<file path="config.mk">
export PLATFORM = sky130hd
export DESIGN_NAME = bpfcap_top
export DESIGN_NICKNAME = d
export VERILOG_FILES = /design/src/bpfcap_pkg.sv /design/src/bpfcap_top.sv /design/src/bpfcap_filter.sv /design/src/bpfcap_reader.sv /design/src/bpfcap_regs.sv
export SDC_FILE = /design/constraint.sdc
export NUM_CORES = 1
export LEC_CHECK = 0
export BUFFER_PORTS_ARGS = -buffer_cell sky130_fd_sc_hd__buf_2
export CAP_MARGIN = 5
export CORE_AREA = 10 10 199 201
export CTS_BUF_LIST = sky130_fd_sc_hd__clkbuf_16
export DETAILED_ROUTE_END_ITERATION = 10
export DIE_AREA = 0 0 209 211
export GPL_ROUTABILITY_DRIVEN = 1
export PLACE_DENSITY_LB_ADDON = 0.3
export SLEW_MARGIN = 40
export SYNTH_ARGS = -nofsm -noshare
export SYNTH_HDL_FRONTEND = slang
export SYNTH_SLANG_ARGS = --single-unit
</file>
<file path="constraint.sdc">
create_clock -name clk -period 9 [get_ports clk]
set_clock_uncertainty 0.2 [all_clocks]
set_input_delay 2.25 -clock clk [delete_from_list [all_inputs] [get_ports clk]]
set_output_delay 2.25 -clock clk [all_outputs]
set_load 0.02 [all_outputs]
</file>
<file path="src/bpfcap_pkg.sv">
package bpfcap_pkg;

    // data word on every Avalon data port
    typedef logic [31:0] word_t;

    // byte address used by both masters
    typedef logic [31:0] addr_t;

    // slave register index
    typedef logic [2:0] reg_idx_t;

    // reader walks the range, then lets in-flight words settle
    typedef enum logic [1:0] {
        idle  = 2'd0,
        fetch = 2'd1,
        drain = 2'd2
    } reader_state_t;

    // slave register map
    localparam reg_idx_t reg_control   = 3'd0;
    localparam reg_idx_t reg_pkt_begin = 3'd1;
    localparam reg_idx_t reg_pkt_end   = 3'd2;
    localparam reg_idx_t reg_match     = 3'd3;
    localparam reg_idx_t reg_mask      = 3'd4;
    localparam reg_idx_t reg_dst_base  = 3'd5;
    localparam reg_idx_t reg_count     = 3'd6;

endpackage
</file>
<file path="src/bpfcap_top.sv">
`timescale 1ns/1ps

module bpfcap_top import bpfcap_pkg::*; #(
    parameter int count_width = 16
) (
    input  logic     clk,
    input  logic     rst,

    // host slave
    input  reg_idx_t avs_s0_address,
    input  logic     avs_s0_write,
    input  word_t    avs_s0_writedata,
    input  logic     avs_s0_read,
    output word_t    avs_s0_readdata,

    // packet read master
    output addr_t    avs_m0_address,
    output logic     avs_m0_read,
    input  word_t    avs_m0_readdata,

    // capture write master
    output addr_t    avs_m1_address,
    output logic     avs_m1_write,
    output word_t    avs_m1_writedata
);

    logic                   start;
    logic                   busy;
    addr_t                  pkt_begin;
    addr_t                  pkt_end;
    word_t                  match;
    word_t                  mask;
    addr_t                  dst_base;
    logic                   data_valid;
    word_t                  data_word;
    logic [count_width-1:0] capture_count;

    bpfcap_regs #(
        .count_width (count_width)
    ) regs0 (
        .clk              (clk),
        .rst              (rst),
        .avs_s0_address   (avs_s0_address),
        .avs_s0_write     (avs_s0_write),
        .avs_s0_writedata (avs_s0_writedata),
        .avs_s0_read      (avs_s0_read),
        .avs_s0_readdata  (avs_s0_readdata),
        .busy             (busy),
        .capture_count    (capture_count),
        .start            (start),
        .pkt_begin        (pkt_begin),
        .pkt_end          (pkt_end),
        .match            (match),
        .mask             (mask),
        .dst_base         (dst_base)
    );

    bpfcap_reader reader0 (
        .clk             (clk),
        .rst             (rst),
        .start           (start),
        .pkt_begin       (pkt_begin),
        .pkt_end         (pkt_end),
        .avs_m0_address  (avs_m0_address),
        .avs_m0_read     (avs_m0_read),
        .avs_m0_readdata (avs_m0_readdata),
        .data_valid      (data_valid),
        .data_word       (data_word),
        .busy            (busy)
    );

    // start doubles as the clear of count and write pointer
    bpfcap_filter #(
        .count_width (count_width)
    ) filter0 (
        .clk              (clk),
        .rst              (rst),
        .clear            (start),
        .data_valid       (data_valid),
        .data_word        (data_word),
        .match            (match),
        .mask             (mask),
        .dst_base         (dst_base),
        .avs_m1_address   (avs_m1_address),
        .avs_m1_write     (avs_m1_write),
        .avs_m1_writedata (avs_m1_writedata),
        .capture_count    (capture_count)
    );

endmodule

</file>
<file path="src/bpfcap_filter.sv">
`timescale 1ns/1ps

module bpfcap_filter import bpfcap_pkg::*; #(
    parameter int count_width = 16
) (
    input  logic                   clk,
    input  logic                   rst,

    input  logic                   clear,
    input  logic                   data_valid,
    input  word_t                  data_word,
    input  word_t                  match,
    input  word_t                  mask,
    input  addr_t                  dst_base,

    output addr_t                  avs_m1_address,
    output logic                   avs_m1_write,
    output word_t                  avs_m1_writedata,

    output logic [count_width-1:0] capture_count
);

    logic        hit;
    logic [29:0] wr_idx;

    // only the bits under the mask take part in the compare
    assign hit = ((data_word ^ match) & mask) == '0;

    always_ff @(posedge clk) begin
        if (rst) begin
            avs_m1_write  <= 1'b0;
            wr_idx        <= '0;
            capture_count <= '0;
        end else if (clear) begin
            avs_m1_write  <= 1'b0;
            wr_idx        <= '0;
            capture_count <= '0;
        end else begin
            avs_m1_write <= data_valid && hit;
            if (data_valid && hit) begin
                wr_idx        <= wr_idx + 30'd1;
                capture_count <= capture_count + 1'b1;
            end
        end
    end

    // write payload, consecutive words from dst_base
    always_ff @(posedge clk) begin
        if (data_valid && hit) begin
            avs_m1_address   <= dst_base + {wr_idx, 2'b00};
            avs_m1_writedata <= data_word;
        end
    end

endmodule

</file>
<file path="src/bpfcap_reader.sv">
`timescale 1ns/1ps

module bpfcap_reader import bpfcap_pkg::*; (
    input  logic  clk,
    input  logic  rst,

    input  logic  start,
    input  addr_t pkt_begin,
    input  addr_t pkt_end,

    output addr_t avs_m0_address,
    output logic  avs_m0_read,
    input  word_t avs_m0_readdata,

    output logic  data_valid,
    output word_t data_word,
    output logic  busy
);

    reader_state_t state;
    addr_t         ptr;
    addr_t         ptr_next;
    logic          drain_cnt;

    assign ptr_next = ptr + 32'd4;

    always_ff @(posedge clk) begin
        if (rst) begin
            state     <= idle;
            drain_cnt <= 1'b0;
        end else begin
            case (state)
                idle: begin
                    drain_cnt <= 1'b0;
                    if (start) begin
                        // empty range skips straight to the drain
                        state <= (pkt_begin < pkt_end) ? fetch : drain;
                    end
                end
                fetch: begin
                    if (ptr_next >= pkt_end) begin
                        state <= drain;
                    end
                end
                drain: begin
                    // two cycles cover the readdata and the write stage
                    drain_cnt <= 1'b1;
                    if (drain_cnt) begin
                        state <= idle;
                    end
                end
                default: state <= idle;
            endcase
        end
    end

    // address pointer, loaded on start
    always_ff @(posedge clk) begin
        if (state == idle) begin
            ptr <= pkt_begin;
        end else if (state == fetch) begin
            ptr <= ptr_next;
        end
    end

    assign avs_m0_read    = (state == fetch);
    assign avs_m0_address = ptr;
    assign busy           = (state != idle);

    // memory answers one cycle after the strobe
    always_ff @(posedge clk) begin
        if (rst) begin
            data_valid <= 1'b0;
        end else begin
            data_valid <= avs_m0_read;
        end
    end

    assign data_word = avs_m0_readdata;

endmodule

</file>
<file path="src/bpfcap_regs.sv">
`timescale 1ns/1ps

module bpfcap_regs import bpfcap_pkg::*; #(
    parameter int count_width = 16
) (
    input  logic                   clk,
    input  logic                   rst,

    input  reg_idx_t               avs_s0_address,
    input  logic                   avs_s0_write,
    input  word_t                  avs_s0_writedata,
    input  logic                   avs_s0_read,
    output word_t                  avs_s0_readdata,

    input  logic                   busy,
    input  logic [count_width-1:0] capture_count,

    output logic                   start,
    output addr_t                  pkt_begin,
    output addr_t                  pkt_end,
    output word_t                  match,
    output word_t                  mask,
    output addr_t                  dst_base
);

    logic  start_req;
    word_t read_mux;

    // a start is only taken when nothing runs and no pulse is pending
    assign start_req = avs_s0_write && (avs_s0_address == reg_control) &&
                       avs_s0_writedata[0] && !busy && !start;

    always_ff @(posedge clk) begin
        if (rst) begin
            start <= 1'b0;
        end else begin
            start <= start_req;
        end
    end

    // configuration registers
    always_ff @(posedge clk) begin
        if (rst) begin
            pkt_begin <= '0;
            pkt_end   <= '0;
            match     <= '0;
            mask      <= '0;
            dst_base  <= '0;
        end else if (avs_s0_write) begin
            case (avs_s0_address)
                reg_pkt_begin: pkt_begin <= avs_s0_writedata;
                reg_pkt_end:   pkt_end   <= avs_s0_writedata;
                reg_match:     match     <= avs_s0_writedata;
                reg_mask:      mask      <= avs_s0_writedata;
                reg_dst_base:  dst_base  <= avs_s0_writedata;
                default: ;
            endcase
        end
    end

    // read mux, count is zero-extended
    always_comb begin
        read_mux = '0;
        case (avs_s0_address)
            reg_control:   read_mux[1] = busy;
            reg_pkt_begin: read_mux = pkt_begin;
            reg_pkt_end:   read_mux = pkt_end;
            reg_match:     read_mux = match;
            reg_mask:      read_mux = mask;
            reg_dst_base:  read_mux = dst_base;
            reg_count:     read_mux[count_width-1:0] = capture_count;
            default:       read_mux = '0;
        endcase
    end

    // readdata valid the cycle after the read strobe
    always_ff @(posedge clk) begin
        if (avs_s0_read) begin
            avs_s0_readdata <= read_mux;
        end
    end

endmodule

</file>
==> Word level (Yosys, flattened, before mapping) <==
Cells that the tools add are included.
{ "totals": {"word_cells": 67, "regBits": 340, "output_inout_bits": 130} }
{ "op_classes": {"eq_ne": 11, "n_bitwise": 2, "n_lt_le_gt_ge": 2, "n_addsub": 4, "reduce_logical": 20, "mux": 12} }
{ "ops": {"columns": ["op", "count"], "rows": [
  ["one-hot mux 14 bit (6 select lines)", 1],
  ["one-hot mux 16 bit (5 select lines)", 1],
  ["2-to-1 mux 32 bit", 2],
  ["adder 32 x 3 -> 32 bit (second input constant)", 1],
  ["adder 32 bit", 1],
  ["AND 32 bit", 1],
  [">= comparator 32 bit", 1],
  ["logical NOT 32 bit", 1],
  ["less-than comparator 32 bit", 1],
  ["XOR 32 bit", 1],
  ["adder 30 x 1 -> 30 bit (second input constant)", 1],
  ["adder 16 x 1 -> 16 bit (second input constant)", 1],
  ["AND reduction 2 bit", 5],
  ["equality test 3 bit (second input constant)", 3],
  ["2-to-1 mux 2 bit", 4],
  ["one-hot mux 1 bit (7 select lines)", 1],
  ["equality test 3 x 2 -> 1 bit (second input constant)", 2],
  ["one-hot mux 1 bit (6 select lines)", 1],
  ["one-hot mux 2 bit (3 select lines)", 1],
  ["nonzero test 2 bit", 3],
  ["logical AND 1 bit", 5],
  ["!= test 2 x 1 -> 1 bit (second input constant)", 2],
  ["equality test 3 x 1 -> 1 bit (second input constant)", 1],
  ["logical NOT 3 bit", 1],
  ["8 further kinds", 9]
]} }

==> Depth between registers and ports, before layout <==
Gate-level depths: netlist of run 1.
{ "logic_depth": {"depth_word": 5, "depth_mapped": 15} }

==> Modules after synthesis <==
Synthesis of run 1 repeated with hierarchy kept, for this count alone.
{ "unflattened": {"hier_cells": 1979, "area_unflattened_um2": 18371.4} }
{ "by_module_without_submodules": {"columns": ["mod", "cells_each", "area_each_um2", "seq_area_each_um2", "instances"], "rows": [
  ["bpfcap_regs", 924, 8154.1, 4184.0, 1],
  ["bpfcap_filter", 634, 6396.1, 2862.7, 1],
  ["bpfcap_reader", 421, 3821.2, 1041.0, 1]
]} }

==> Worst setup path after synthesis of run 1 <==
OpenSTA, ideal clock, no wires.
{ "synth_path": {"path_type": "input-to-reg", "start": "input port avs_m0_readdata[26]", "end": "register filter0.avs_m1_address[0] (enable)", "path_buffers": 1, "setup_ps": 430, "stages": 6, "arrival_ps": 4763, "required_time_ps": 8370, "setup_slack_ps": 3607, "path_cell_list": "xor2_1 a22oi_1 nand4_1 nor2_1 clkbuf_1 and2_1"} }
{ "synth_via": {"elab_chain_cells": 4} }
{ "synth_rtl": {"columns": ["element", "line_no", "text"], "rows": [
  ["start, declared", "bpfcap_top.sv:19", "input word_t avs_m0_readdata,"],
  ["XOR 32 bit", "bpfcap_filter.sv:27", "assign hit = ((data_word ^ match) & mask) == '0;"],
  ["AND 32 bit", "bpfcap_filter.sv:27", null],
  ["logical NOT 32 bit", "bpfcap_filter.sv:27", null],
  ["logical AND 1 bit", "bpfcap_filter.sv:49", "if (data_valid && hit) begin"],
  ["end signal, assigned", "bpfcap_filter.sv:50", "avs_m1_address <= dst_base + {wr_idx, 2'b00};"],
  ["end, declared", "bpfcap_filter.sv:16", "output addr_t avs_m1_address,"]
]} }
No other way between the ends.
A chain may end at the register's enable or synchronous reset.

==> Worst setup path after layout of run 1 <==
{ "layout_path": {"start": "input port avs_s0_address[0]", "end": "register regs0.dst_base[22]"} }
{ "layout_via": {"elab_chain_cells": 2} }
{ "layout_rtl": {"columns": ["element", "line_no", "text"], "rows": [
  ["start, declared", "bpfcap_top.sv:10", "input reg_idx_t avs_s0_address,"],
  ["equality test 3 bit", "bpfcap_regs.sv:50", "case (avs_s0_address)"],
  ["AND reduction 2 bit (no source line)", null, null],
  ["end signal, assigned", "bpfcap_regs.sv:55", "reg_dst_base: dst_base <= avs_s0_writedata;"],
  ["end, declared", "bpfcap_regs.sv:23", "output addr_t dst_base"]
]} }
No other way between the ends.

==> qor.txt, run 1 <==
Hold Startpoint -> regs0.pkt_end[2]
drt drc -> 0
share of the core filled with cells -> 57.0%
peak supply drop -> 158 µV
number of flops mapped to enable cells by yosys -> 128
Least-Margin Pin Slew -> 0.930 ns
final hold slack -> 0.257 ns
slowest stage delay, CP -> 0.78 ns
count of buffers inserted at the top-level ports -> 200
average wire per cell in the routed design -> 21.1 µm
initial antenna violation count -> 9
Area Growth Syn to Fin -> 15.0%
number of placed cells counting well taps -> 2553
effective utilization at floorplan -> 49.5%
post-synthesis adder-cell area fraction -> 6.96%
Max clock buf depth -> 3
family with the most delay on the worst path -> simple AND/OR/NAND/NOR gates
post-synthesis register bit count -> 340
cell depth of the worst flop-to-flop path -> 13
count of yosys warnings during synthesis -> 0
GRT Util Overall -> 23.9%
number of maximum-capacitance constraint violations -> 0
unrepaired setup endpoints after global routing -> false
setup slack after layout -> 4.02 ns
mean cell area of the mapped netlist -> 8.83 µm²
Async SR Flop Fraction -> 0%
die boundary width -> 209 µm
number of unique standard cell types used by synthesis -> 63
endpoint kind of the worst setup timing path -> flop
simple-gate portion of the synthesized area -> 18.8%
CTS tree -> yes
Cells on Worst Hold Path -> 2
share of layout cells above drive strength 1 -> 14.6%
areal power density over the cells -> 176 mW/mm²
leakage power of the design -> 8.19 nW
cells traversed along the worst timing path -> buf_2 -> buf_4 -> nor2b_1 -> nand3_2 -> nand2_1 -> a21oi_1
placed wire-length estimate -> 40.7 mm
Antenna Nets Post-Route -> 0
Detailed Route Iter0 Violations -> 1686
crit share post-route -> 55.3%
maximum number of pins on one net before global-route repair -> 86
largest family of logic cells by synthesized area -> simple AND/OR/NAND/NOR gates
Critical Path AT -> 5.16 ns
number of iterations in the first detailed-routing pass -> 5
Num Clock Sinks -> 340
global route total overflow -> 0
final RePlAce weighted congestion -> 0.944
final instance area -> 0.0202 mm²
# Post-CTS Setup Buffers -> 0
Boundary Pins -> 201
PostCTS Resize Cnt -> 0
clock input transition at the sequential cells of the worst setup and hold paths -> 0.06 ns
setup violation total in the final timing report -> 0
syn nets -> 2153
overall die height -> 211 µm
number of H-tree levels -> 2
most used flip-flop cell after synthesis -> sky130_fd_sc_hd__dfxtp_1
instance area after placement -> 0.0189 mm²
final hold violations -> 0
count of hold-fix buffers inserted at cts -> 0
wire length of the first global-routing pass -> 83.8 mm
HP Class -> flop to flop
synthesized-area fraction occupied by xor and xnor cells -> 4.70%
launching point of the worst reg2reg path -> reader0.avs_m0_address[4]
Placement Setup Slack -> 3.31 ns
Clk Tree Root Cell -> sky130_fd_sc_hd__clkbuf_16
worst-path cell with the longest stage delay -> sky130_fd_sc_hd__nand3_2
post-layout total power -> 3.56 mW
vias -> 15600
clock latency at the later pin of the worst-skew pair -> 0.55 ns
Cell Area, Synth -> 0.0175 mm²
count of mapped cells out of synthesis -> 1985
Highest Clock Rate -> 0.201 GHz
area of the placeable core -> 0.0354 mm²
result of the run -> complete, no violations
sum of buffers and inverters on the critical path -> 2
number of pins exceeding their max-slew limit in the final report -> 0
CP max FO -> 40
vias in the first global route -> 14600
worst reg-to-reg setup slack -> 5.14 ns
post-layout instance count excluding filler cells -> 2631
Critical Setup Path Class -> input pin to flop
WP data required -> 9.19 ns
Core Rows -> 69
fillers -> 3200
max_slew headroom -> 37.9%
share of the synthesized area in compound gates (AO/OA/AOI/OAI) -> 16.6%
portion of the post-synthesis area used by sequential elements -> 46.1%
net count reported at finish -> 2302
drt total wl -> 55.4 mm
Worst Hold Endpoint -> regs0.pkt_end[2]
mux contribution to synthesized area -> 3.23%
full die area -> 0.0441 mm²
total negative slack for setup checks -> 0 ns
via count normalized by instance count -> 5.93
Num CTS Buffers -> 38
post-layout minimum cycle time -> 4.98 ns
startpoint types -> input pin
Worst R2R End -> reader0.state[1]
[registers in the layout, indices dropped and copies added, names as in the netlist]
name                      count
regs0.match                  32
regs0.start                   1
regs0.avs_s0_readdata        32
filter0.avs_m1_writedata     32
filter0.avs_m1_address       32
regs0.pkt_end                32
reader0.drain_cnt             1
regs0.mask                   32
reader0.data_valid            1
filter0.wr_idx               30
regs0.pkt_begin              32
regs0.dst_base               32
reader0.state                 2
reader0.avs_m0_address       32
filter0.capture_count        16
filter0.avs_m1_write          1
[metal layers]
layer / global-route usage [%] / share of wire (%)
met4: 8.88 / 3.6
met2: 37.0 / 45
met5: 0 / 0.10
met1: 32.0 / 41
met3: 5.35 / 10
[synth_stat cells (3+ instances only)]
cell type	count	area [µm²]
sky130_fd_sc_hd__and4_1	8	70.1
sky130_fd_sc_hd__a21boi_0	4	30.0
sky130_fd_sc_hd__o21ai_0	62	310
sky130_fd_sc_hd__or2_2	3	18.8
sky130_fd_sc_hd__nor3_1	15	75.1
sky130_fd_sc_hd__inv_1	58	218
sky130_fd_sc_hd__a21oi_1	294	1470
sky130_fd_sc_hd__or4_1	4	30.0
sky130_fd_sc_hd__mux2i_1	33	330
sky130_fd_sc_hd__nor2_1	135	507
sky130_fd_sc_hd__dfxtp_1	212	4240
sky130_fd_sc_hd__xnor2_1	32	280
sky130_fd_sc_hd__o211ai_1	6	45.0
sky130_fd_sc_hd__a211o_1	5	43.8
sky130_fd_sc_hd__nor2b_1	13	81.3
sky130_fd_sc_hd__or3_1	27	169
sky130_fd_sc_hd__a21o_1	31	233
sky130_fd_sc_hd__nand3_1	29	145
sky130_fd_sc_hd__nand4_1	40	250
sky130_fd_sc_hd__clkbuf_1	97	364
sky130_fd_sc_hd__mux2_2	21	236
sky130_fd_sc_hd__edfxtp_1	128	3840
sky130_fd_sc_hd__a211oi_1	3	22.5
sky130_fd_sc_hd__a221oi_1	30	263
sky130_fd_sc_hd__ha_1	96	1200
sky130_fd_sc_hd__o21a_1	5	37.5
sky130_fd_sc_hd__a22oi_1	27	203
sky130_fd_sc_hd__xor2_1	62	543
sky130_fd_sc_hd__buf_1	8	30.0
sky130_fd_sc_hd__nor4_1	6	37.5
sky130_fd_sc_hd__nand2_1	403	1510
sky130_fd_sc_hd__nand3b_1	3	22.5
sky130_fd_sc_hd__nand2b_1	3	18.8
sky130_fd_sc_hd__o31ai_1	9	67.6
sky130_fd_sc_hd__and3_1	26	163
sky130_fd_sc_hd__and2_1	11	68.8
[logic make-up after synthesis]
logic type / after synthesis
simple gates: 736
compound gates: 497
flops: 340
buf+inv: 167
fa+ha+maj: 97
xor+xnor: 94
mux: 54
[cell usage in the layout (no fill, tap or decap), drive strengths merged, types with 32 or more instances in the layout]
cell and n:
a21oi 294, buf 218, clkbuf 42, dfxtp 212, edfxtp 128, ha 96
inv 65, mux2i 33, nand2 403, nand4 42, nor2 135, o21ai 62
xnor2 32, xor2 62
[worst min-delay path, stage by stage, from the launching register on]
cell	delay (ns)
sky130_fd_sc_hd__dfxtp_1	0.31
sky130_fd_sc_hd__nand2_1	0.05
sky130_fd_sc_hd__a21oi_1	0.05
[report_power, final]
part	internal [mW]	switching (mW)
registers	1.63	0.0376
clock network	0.897	0.645
logic	0.116	0.226
total	2.65	0.909
[layout make-up]
| cell class | instances | area [µm²] | share of cell area (%) |
|---|---|---|---|
| tap | 461 | 577 | 2.86 |
| timing repair buffer | 218 | 1180 | 5.86 |
| antenna | 6 | 15.0 | 0.0744 |
| inverter | 58 | 218 | 1.08 |
| sequential | 340 | 8090 | 40.1 |
| clock inverter | 28 | 186 | 0.924 |
| multi-input combinational | 1478 | 8850 | 43.9 |
| clock buffer | 42 | 1050 | 5.21 |
[worst max path at each step]
stage | from | end | slack, ns | depth (start not counted)
2_1_floorplan | avs_m0_readdata[26] | filter0.avs_m1_address[0] | 3.61 | 6
3_3_place_gp | avs_m0_readdata[24] | filter0.wr_idx[17] | 3.31 | 8
3_5_place_dp | avs_m0_readdata[24] | filter0.wr_idx[20] | 3.31 | 8
4_1_cts | avs_m0_readdata[24] | filter0.wr_idx[29] | 3.83 | 8
5_1_grt | avs_s0_address[0] | regs0.dst_base[22] | 3.87 | 6
6_report | avs_s0_address[0] | regs0.dst_base[22] | 4.02 | 6
Power figures use the tool's default switching activity.
==> inputs of run 2 (changes only) <==
--- a/config.mk
+++ b/config.mk
@@ -5,12 +5,13 @@
 export SDC_FILE = /design/constraint.sdc
 export NUM_CORES = 1
 export LEC_CHECK = 0
+export ABC_AREA = 1
 export BUFFER_PORTS_ARGS = -buffer_cell sky130_fd_sc_hd__buf_2
 export CAP_MARGIN = 5
-export CORE_AREA = 10 10 199 201
+export CORE_AREA = 10 10 202 204
 export CTS_BUF_LIST = sky130_fd_sc_hd__clkbuf_16
 export DETAILED_ROUTE_END_ITERATION = 10
-export DIE_AREA = 0 0 209 211
+export DIE_AREA = 0 0 212 214
 export GPL_ROUTABILITY_DRIVEN = 1
 export PLACE_DENSITY_LB_ADDON = 0.3
 export SLEW_MARGIN = 40
==> constraint.sdc (replaced) <==
create_clock -name clk -period 4.1 [get_ports clk]
set_clock_uncertainty 0.2 [all_clocks]
set_input_delay 1.025 -clock clk [delete_from_list [all_inputs] [get_ports clk]]
set_output_delay 1.025 -clock clk [all_outputs]
set_load 0.02 [all_outputs]
==> run 2 against run 1 <==
  * Via count grew 11%
  * Area after synthesis increased by 3.7%
  * Global-route usage increased by 2.0 points
  * Worst hold slack worse by 0.029 ns
  * Critical path type is now flop to flop
==> qor.txt, run 2 <==
result of the run -> complete, no violations
count leader, synth -> sky130_fd_sc_hd__nand2_1
areal power density over the cells -> 412 mW/mm² (+130%)
Num CTS Buffers -> 38 (unchanged)
portion of the post-synthesis area used by sequential elements -> 44.5% (-1.7 points)
area of the placeable core -> 0.0370 mm² (+4.7%)
family with the most delay on the worst path -> simple AND/OR/NAND/NOR gates
relative contribution of combinational cells to total power -> 16.6% (+7.0 points)
count of buffers inserted at the top-level ports -> 200 (unchanged)
most used flip-flop cell after synthesis -> sky130_fd_sc_hd__dfxtp_1
Antenna Nets Post-Route -> 0 (unchanged)
effective utilization at floorplan -> 49.1% (-0.43 points)
count of mapped cells out of synthesis -> 2286 (+15%)
total negative slack for setup checks -> 0 ns (unchanged)
worst-path cell with the longest stage delay -> sky130_fd_sc_hd__edfxtp_1
Int Pwr -> 6.00 mW (+130%)
endpoint kind of the worst setup timing path -> flop
ranking of synthesized cells by instance count -> sky130_fd_sc_hd__nand2_1 (447), sky130_fd_sc_hd__a21oi_1 (260), sky130_fd_sc_hd__inv_1 (230), sky130_fd_sc_hd__dfxtp_1 (212), sky130_fd_sc_hd__nor2_1 (193)
Worst path most repeated cell -> sky130_fd_sc_hd__nand2_1
Boundary Pins -> 201 (unchanged)
final hold violations -> 0 (unchanged)
cells traversed along the worst timing path -> ha_1 -> nand3_1 -> nor2_1 -> nand2_1 -> nor2_1 -> nand2_1 -> nor2_1 -> xor2_1 -> inv_1 -> ha_1 -> nand2_1 -> nor2_1 -> nand2_1 -> inv_1 -> nand2_1 -> o21ai_0 -> nor2_1 -> nand2_1 -> nand4_1 -> a21oi_1
global route total overflow -> 0 (unchanged)
Core Rows -> 71 (+2.9%)
net count reported at finish -> 2634 (+14%)
full die area -> 0.0454 mm² (+2.9%)
unrepaired setup endpoints after global routing -> false
CTS tree -> yes
top library cells by usage in the layout, fill and taps aside -> sky130_fd_sc_hd__nand2_1 (447), sky130_fd_sc_hd__a21oi_1 (260), sky130_fd_sc_hd__inv_1 (232)
HP Class -> flop to flop
# Post-CTS Setup Buffers -> 0 (unchanged)
drt drc -> 0 (unchanged)
number of H-tree levels -> 2 (unchanged)
biggest area contributors in the synthesized netlist -> sky130_fd_sc_hd__dfxtp_1 (23%), sky130_fd_sc_hd__edfxtp_1 (21%), sky130_fd_sc_hd__nand2_1 (9.2%)
clock latency at the later pin of the worst-skew pair -> 0.56 ns (about the same)
fraction of power consumed by the clock network -> 38.5% (-4.9 points)
most common cell after layout, fill and taps aside -> sky130_fd_sc_hd__nand2_1
sum of buffers and inverters on the critical path -> 2 (unchanged)
initial antenna violation count -> 6 (-3)
crit share post-route -> 82.1%
sequential share of power -> 44.8% (-2.2 points)
GRT Util Overall -> 25.8% (+2.0 points)
Critical Path AT -> 3.65 ns (-1.51 ns)
peak supply drop -> 242 µV (+54%)
average wire per cell in the routed design -> 20.3 µm (-3.4%)
count of hold-fix buffers inserted at cts -> 0 (unchanged)
number of maximum-capacitance constraint violations -> 0 (unchanged)
maximum number of pins on one net before global-route repair -> 61 (-29%)
number of iterations in the first detailed-routing pass -> 6 (+1)
vias -> 17300 (+11%)
number of unique standard cell types used by synthesis -> 47 (-25%)
CP max FO -> 5 (-88%)
setup violation total in the final timing report -> 0 (unchanged)
placed wire-length estimate -> 45.4 mm (+12%)
number of flops mapped to enable cells by yosys -> 128 (unchanged)
Detailed Route Iter0 Violations -> 1851 (+9.8%)
Async SR Flop Fraction -> 0% (unchanged)
Switching Power -> 2.60 mW (+190%)
mean cell area of the mapped netlist -> 7.96 µm² (-9.9%)
clock input transition at the sequential cells of the worst setup and hold paths -> 0.07 ns (about the same)
WP data required -> 4.39 ns (-4.80 ns)
die boundary width -> 212 µm (+1.4%)
PostCTS Resize Cnt -> 0 (unchanged)
Area Growth Syn to Fin -> 14.7%
fraction of power spent switching nets -> 30.2% (+4.7 points)
wire length of the first global-routing pass -> 92.7 mm (+11%)
leakage power of the design -> 8.77 nW (+7.1%)
Critical Setup Path Class -> flop to flop
drt total wl -> 60.5 mm (+9.1%)
Num Clock Sinks -> 340 (unchanged)
post-layout minimum cycle time -> 3.36 ns
share of layout cells above drive strength 1 -> 12.9% (-1.7 points)
via count normalized by instance count -> 5.81 (-2.1%)
syn nets -> 2454 (+14%)
fillers -> 3394 (+6.1%)
overall die height -> 214 µm (+1.4%)
share of the core filled with cells -> 56.3% (-0.66 points)
Cell Area, Synth -> 0.0182 mm² (+3.7%)
post-synthesis register bit count -> 340 (unchanged)
startpoint types -> flop
final RePlAce weighted congestion -> 0.961 (+1.9%)
Least-Margin Pin Slew -> 0.819 ns (-0.111 ns)
number of pins exceeding their max-slew limit in the final report -> 0 (unchanged)
Clk Tree Root Cell -> sky130_fd_sc_hd__clkbuf_16
max_slew headroom -> 44.8% (+6.9 points)
area share of the leading cell type in the synthesized netlist -> 23.3% (-0.87 points)
Highest Clock Rate -> 0.297 GHz
vias in the first global route -> 15900 (+9.4%)
cell taking the most area after synthesis -> sky130_fd_sc_hd__dfxtp_1
slowest stage delay, CP -> 0.44 ns (-0.34 ns)
Max clock buf depth -> 3 (unchanged)
count of yosys warnings during synthesis -> 0 (unchanged)
[run 2: cell count changes in the layout (fill, tap and decap cells not counted), sizes merged, moves of 19 or more]
cell	delta
nand3	+59
mux2	-21
or3	-27
o21ai	+127
nand2	+45
a21o	-24
nor2	+63
and3	-24
inv	+175
nor3	+27
o2111ai	+19
mux2i	-33
nand4	+35
a21oi	-33
[run 2: worst paths after layout]
check | startpoint | to | slack, ns | cells after the start
max | reader0.avs_m0_address[3] | reader0.state[1] | 0.74 | 20
min | regs0.dst_base[1] | filter0.avs_m1_address[1] | 0.23 | 0
max reg2reg | reader0.avs_m0_address[3] | reader0.state[1] | 0.74 | 20
min reg2reg | regs0.dst_base[1] | filter0.avs_m1_address[1] | 0.23 | 0
[run 2: power by group through the flow]
stage | Sequential (mW) | Combinational (mW) | Clock [mW]
floorplan | 4.01 | 0.803 | 0
global placement | 3.91 | 1.38 | 0
detailed placement | 3.92 | 1.41 | 0
CTS | 3.85 | 1.42 | 3.36
global route | 3.87 | 1.59 | 3.49
finish | 3.85 | 1.43 | 3.31
[run 2: cell type report]
cell class                 count  area [µm²]  share of cell area, %
inverter                     238         895                   4.29
clock inverter                30         208                  0.995
antenna                        3        7.51                 0.0360
sequential                   340        8090                   38.8
multi-input combinational   1613        8810                   42.2
tap                          474         593                   2.84
timing repair buffer         235        1290                   6.19
clock buffer                  39         976                   4.68
[run 2: per-stage QoR]
stage	cell area (µm²)	hold slack, ns	instances	setup slack [ns]	power [mW]
detailed placement	19700	0.216	2900	0.673	5.33
global route	20900	0.244	2971	0.263	8.95
floorplan	18200	0.208	2286	0.537	4.81
finish	20900	0.228	2972	0.736	8.59
global placement	19700	0.219	2900	0.726	5.29
CTS	20900	0.231	2969	0.792	8.62
[run 2: worst reg2reg max path, stage by stage (launching register included)]
cell and delay [ns]:
sky130_fd_sc_hd__edfxtp_1 0.44, sky130_fd_sc_hd__ha_1 0.23, sky130_fd_sc_hd__nand3_1 0.19, sky130_fd_sc_hd__nor2_1 0.23
sky130_fd_sc_hd__nand2_1 0.14, sky130_fd_sc_hd__nor2_1 0.17, sky130_fd_sc_hd__nand2_1 0.13, sky130_fd_sc_hd__nor2_1 0.14
sky130_fd_sc_hd__xor2_1 0.19, sky130_fd_sc_hd__inv_1 0.06, sky130_fd_sc_hd__ha_1 0.26, sky130_fd_sc_hd__nand2_1 0.06
sky130_fd_sc_hd__nor2_1 0.13, sky130_fd_sc_hd__nand2_1 0.06, sky130_fd_sc_hd__inv_1 0.07, sky130_fd_sc_hd__nand2_1 0.07
sky130_fd_sc_hd__o21ai_0 0.16, sky130_fd_sc_hd__nor2_1 0.06, sky130_fd_sc_hd__nand2_1 0.08, sky130_fd_sc_hd__nand4_1 0.10
sky130_fd_sc_hd__a21oi_1 0.14
[run 2: kinds of logic after synthesis]
family,count (synthesis),share of synthesized area [%]
adders and majority gates,97,6.71
buffers and inverters,333,7.14
xor gates and xnor gates,88,4.24
AOI/OAI and AO/OA,549,16.8
DFF,340,44.5
and+or+nand+nor,879,20.7
[run 2: routing by layer]
layer  routed length [µm]  global-route usage, %
met1                25700                   34.9
met2                27100                   40.0
met3                 5240                   4.57
met4                 2380                   10.3
met5                   40                      0
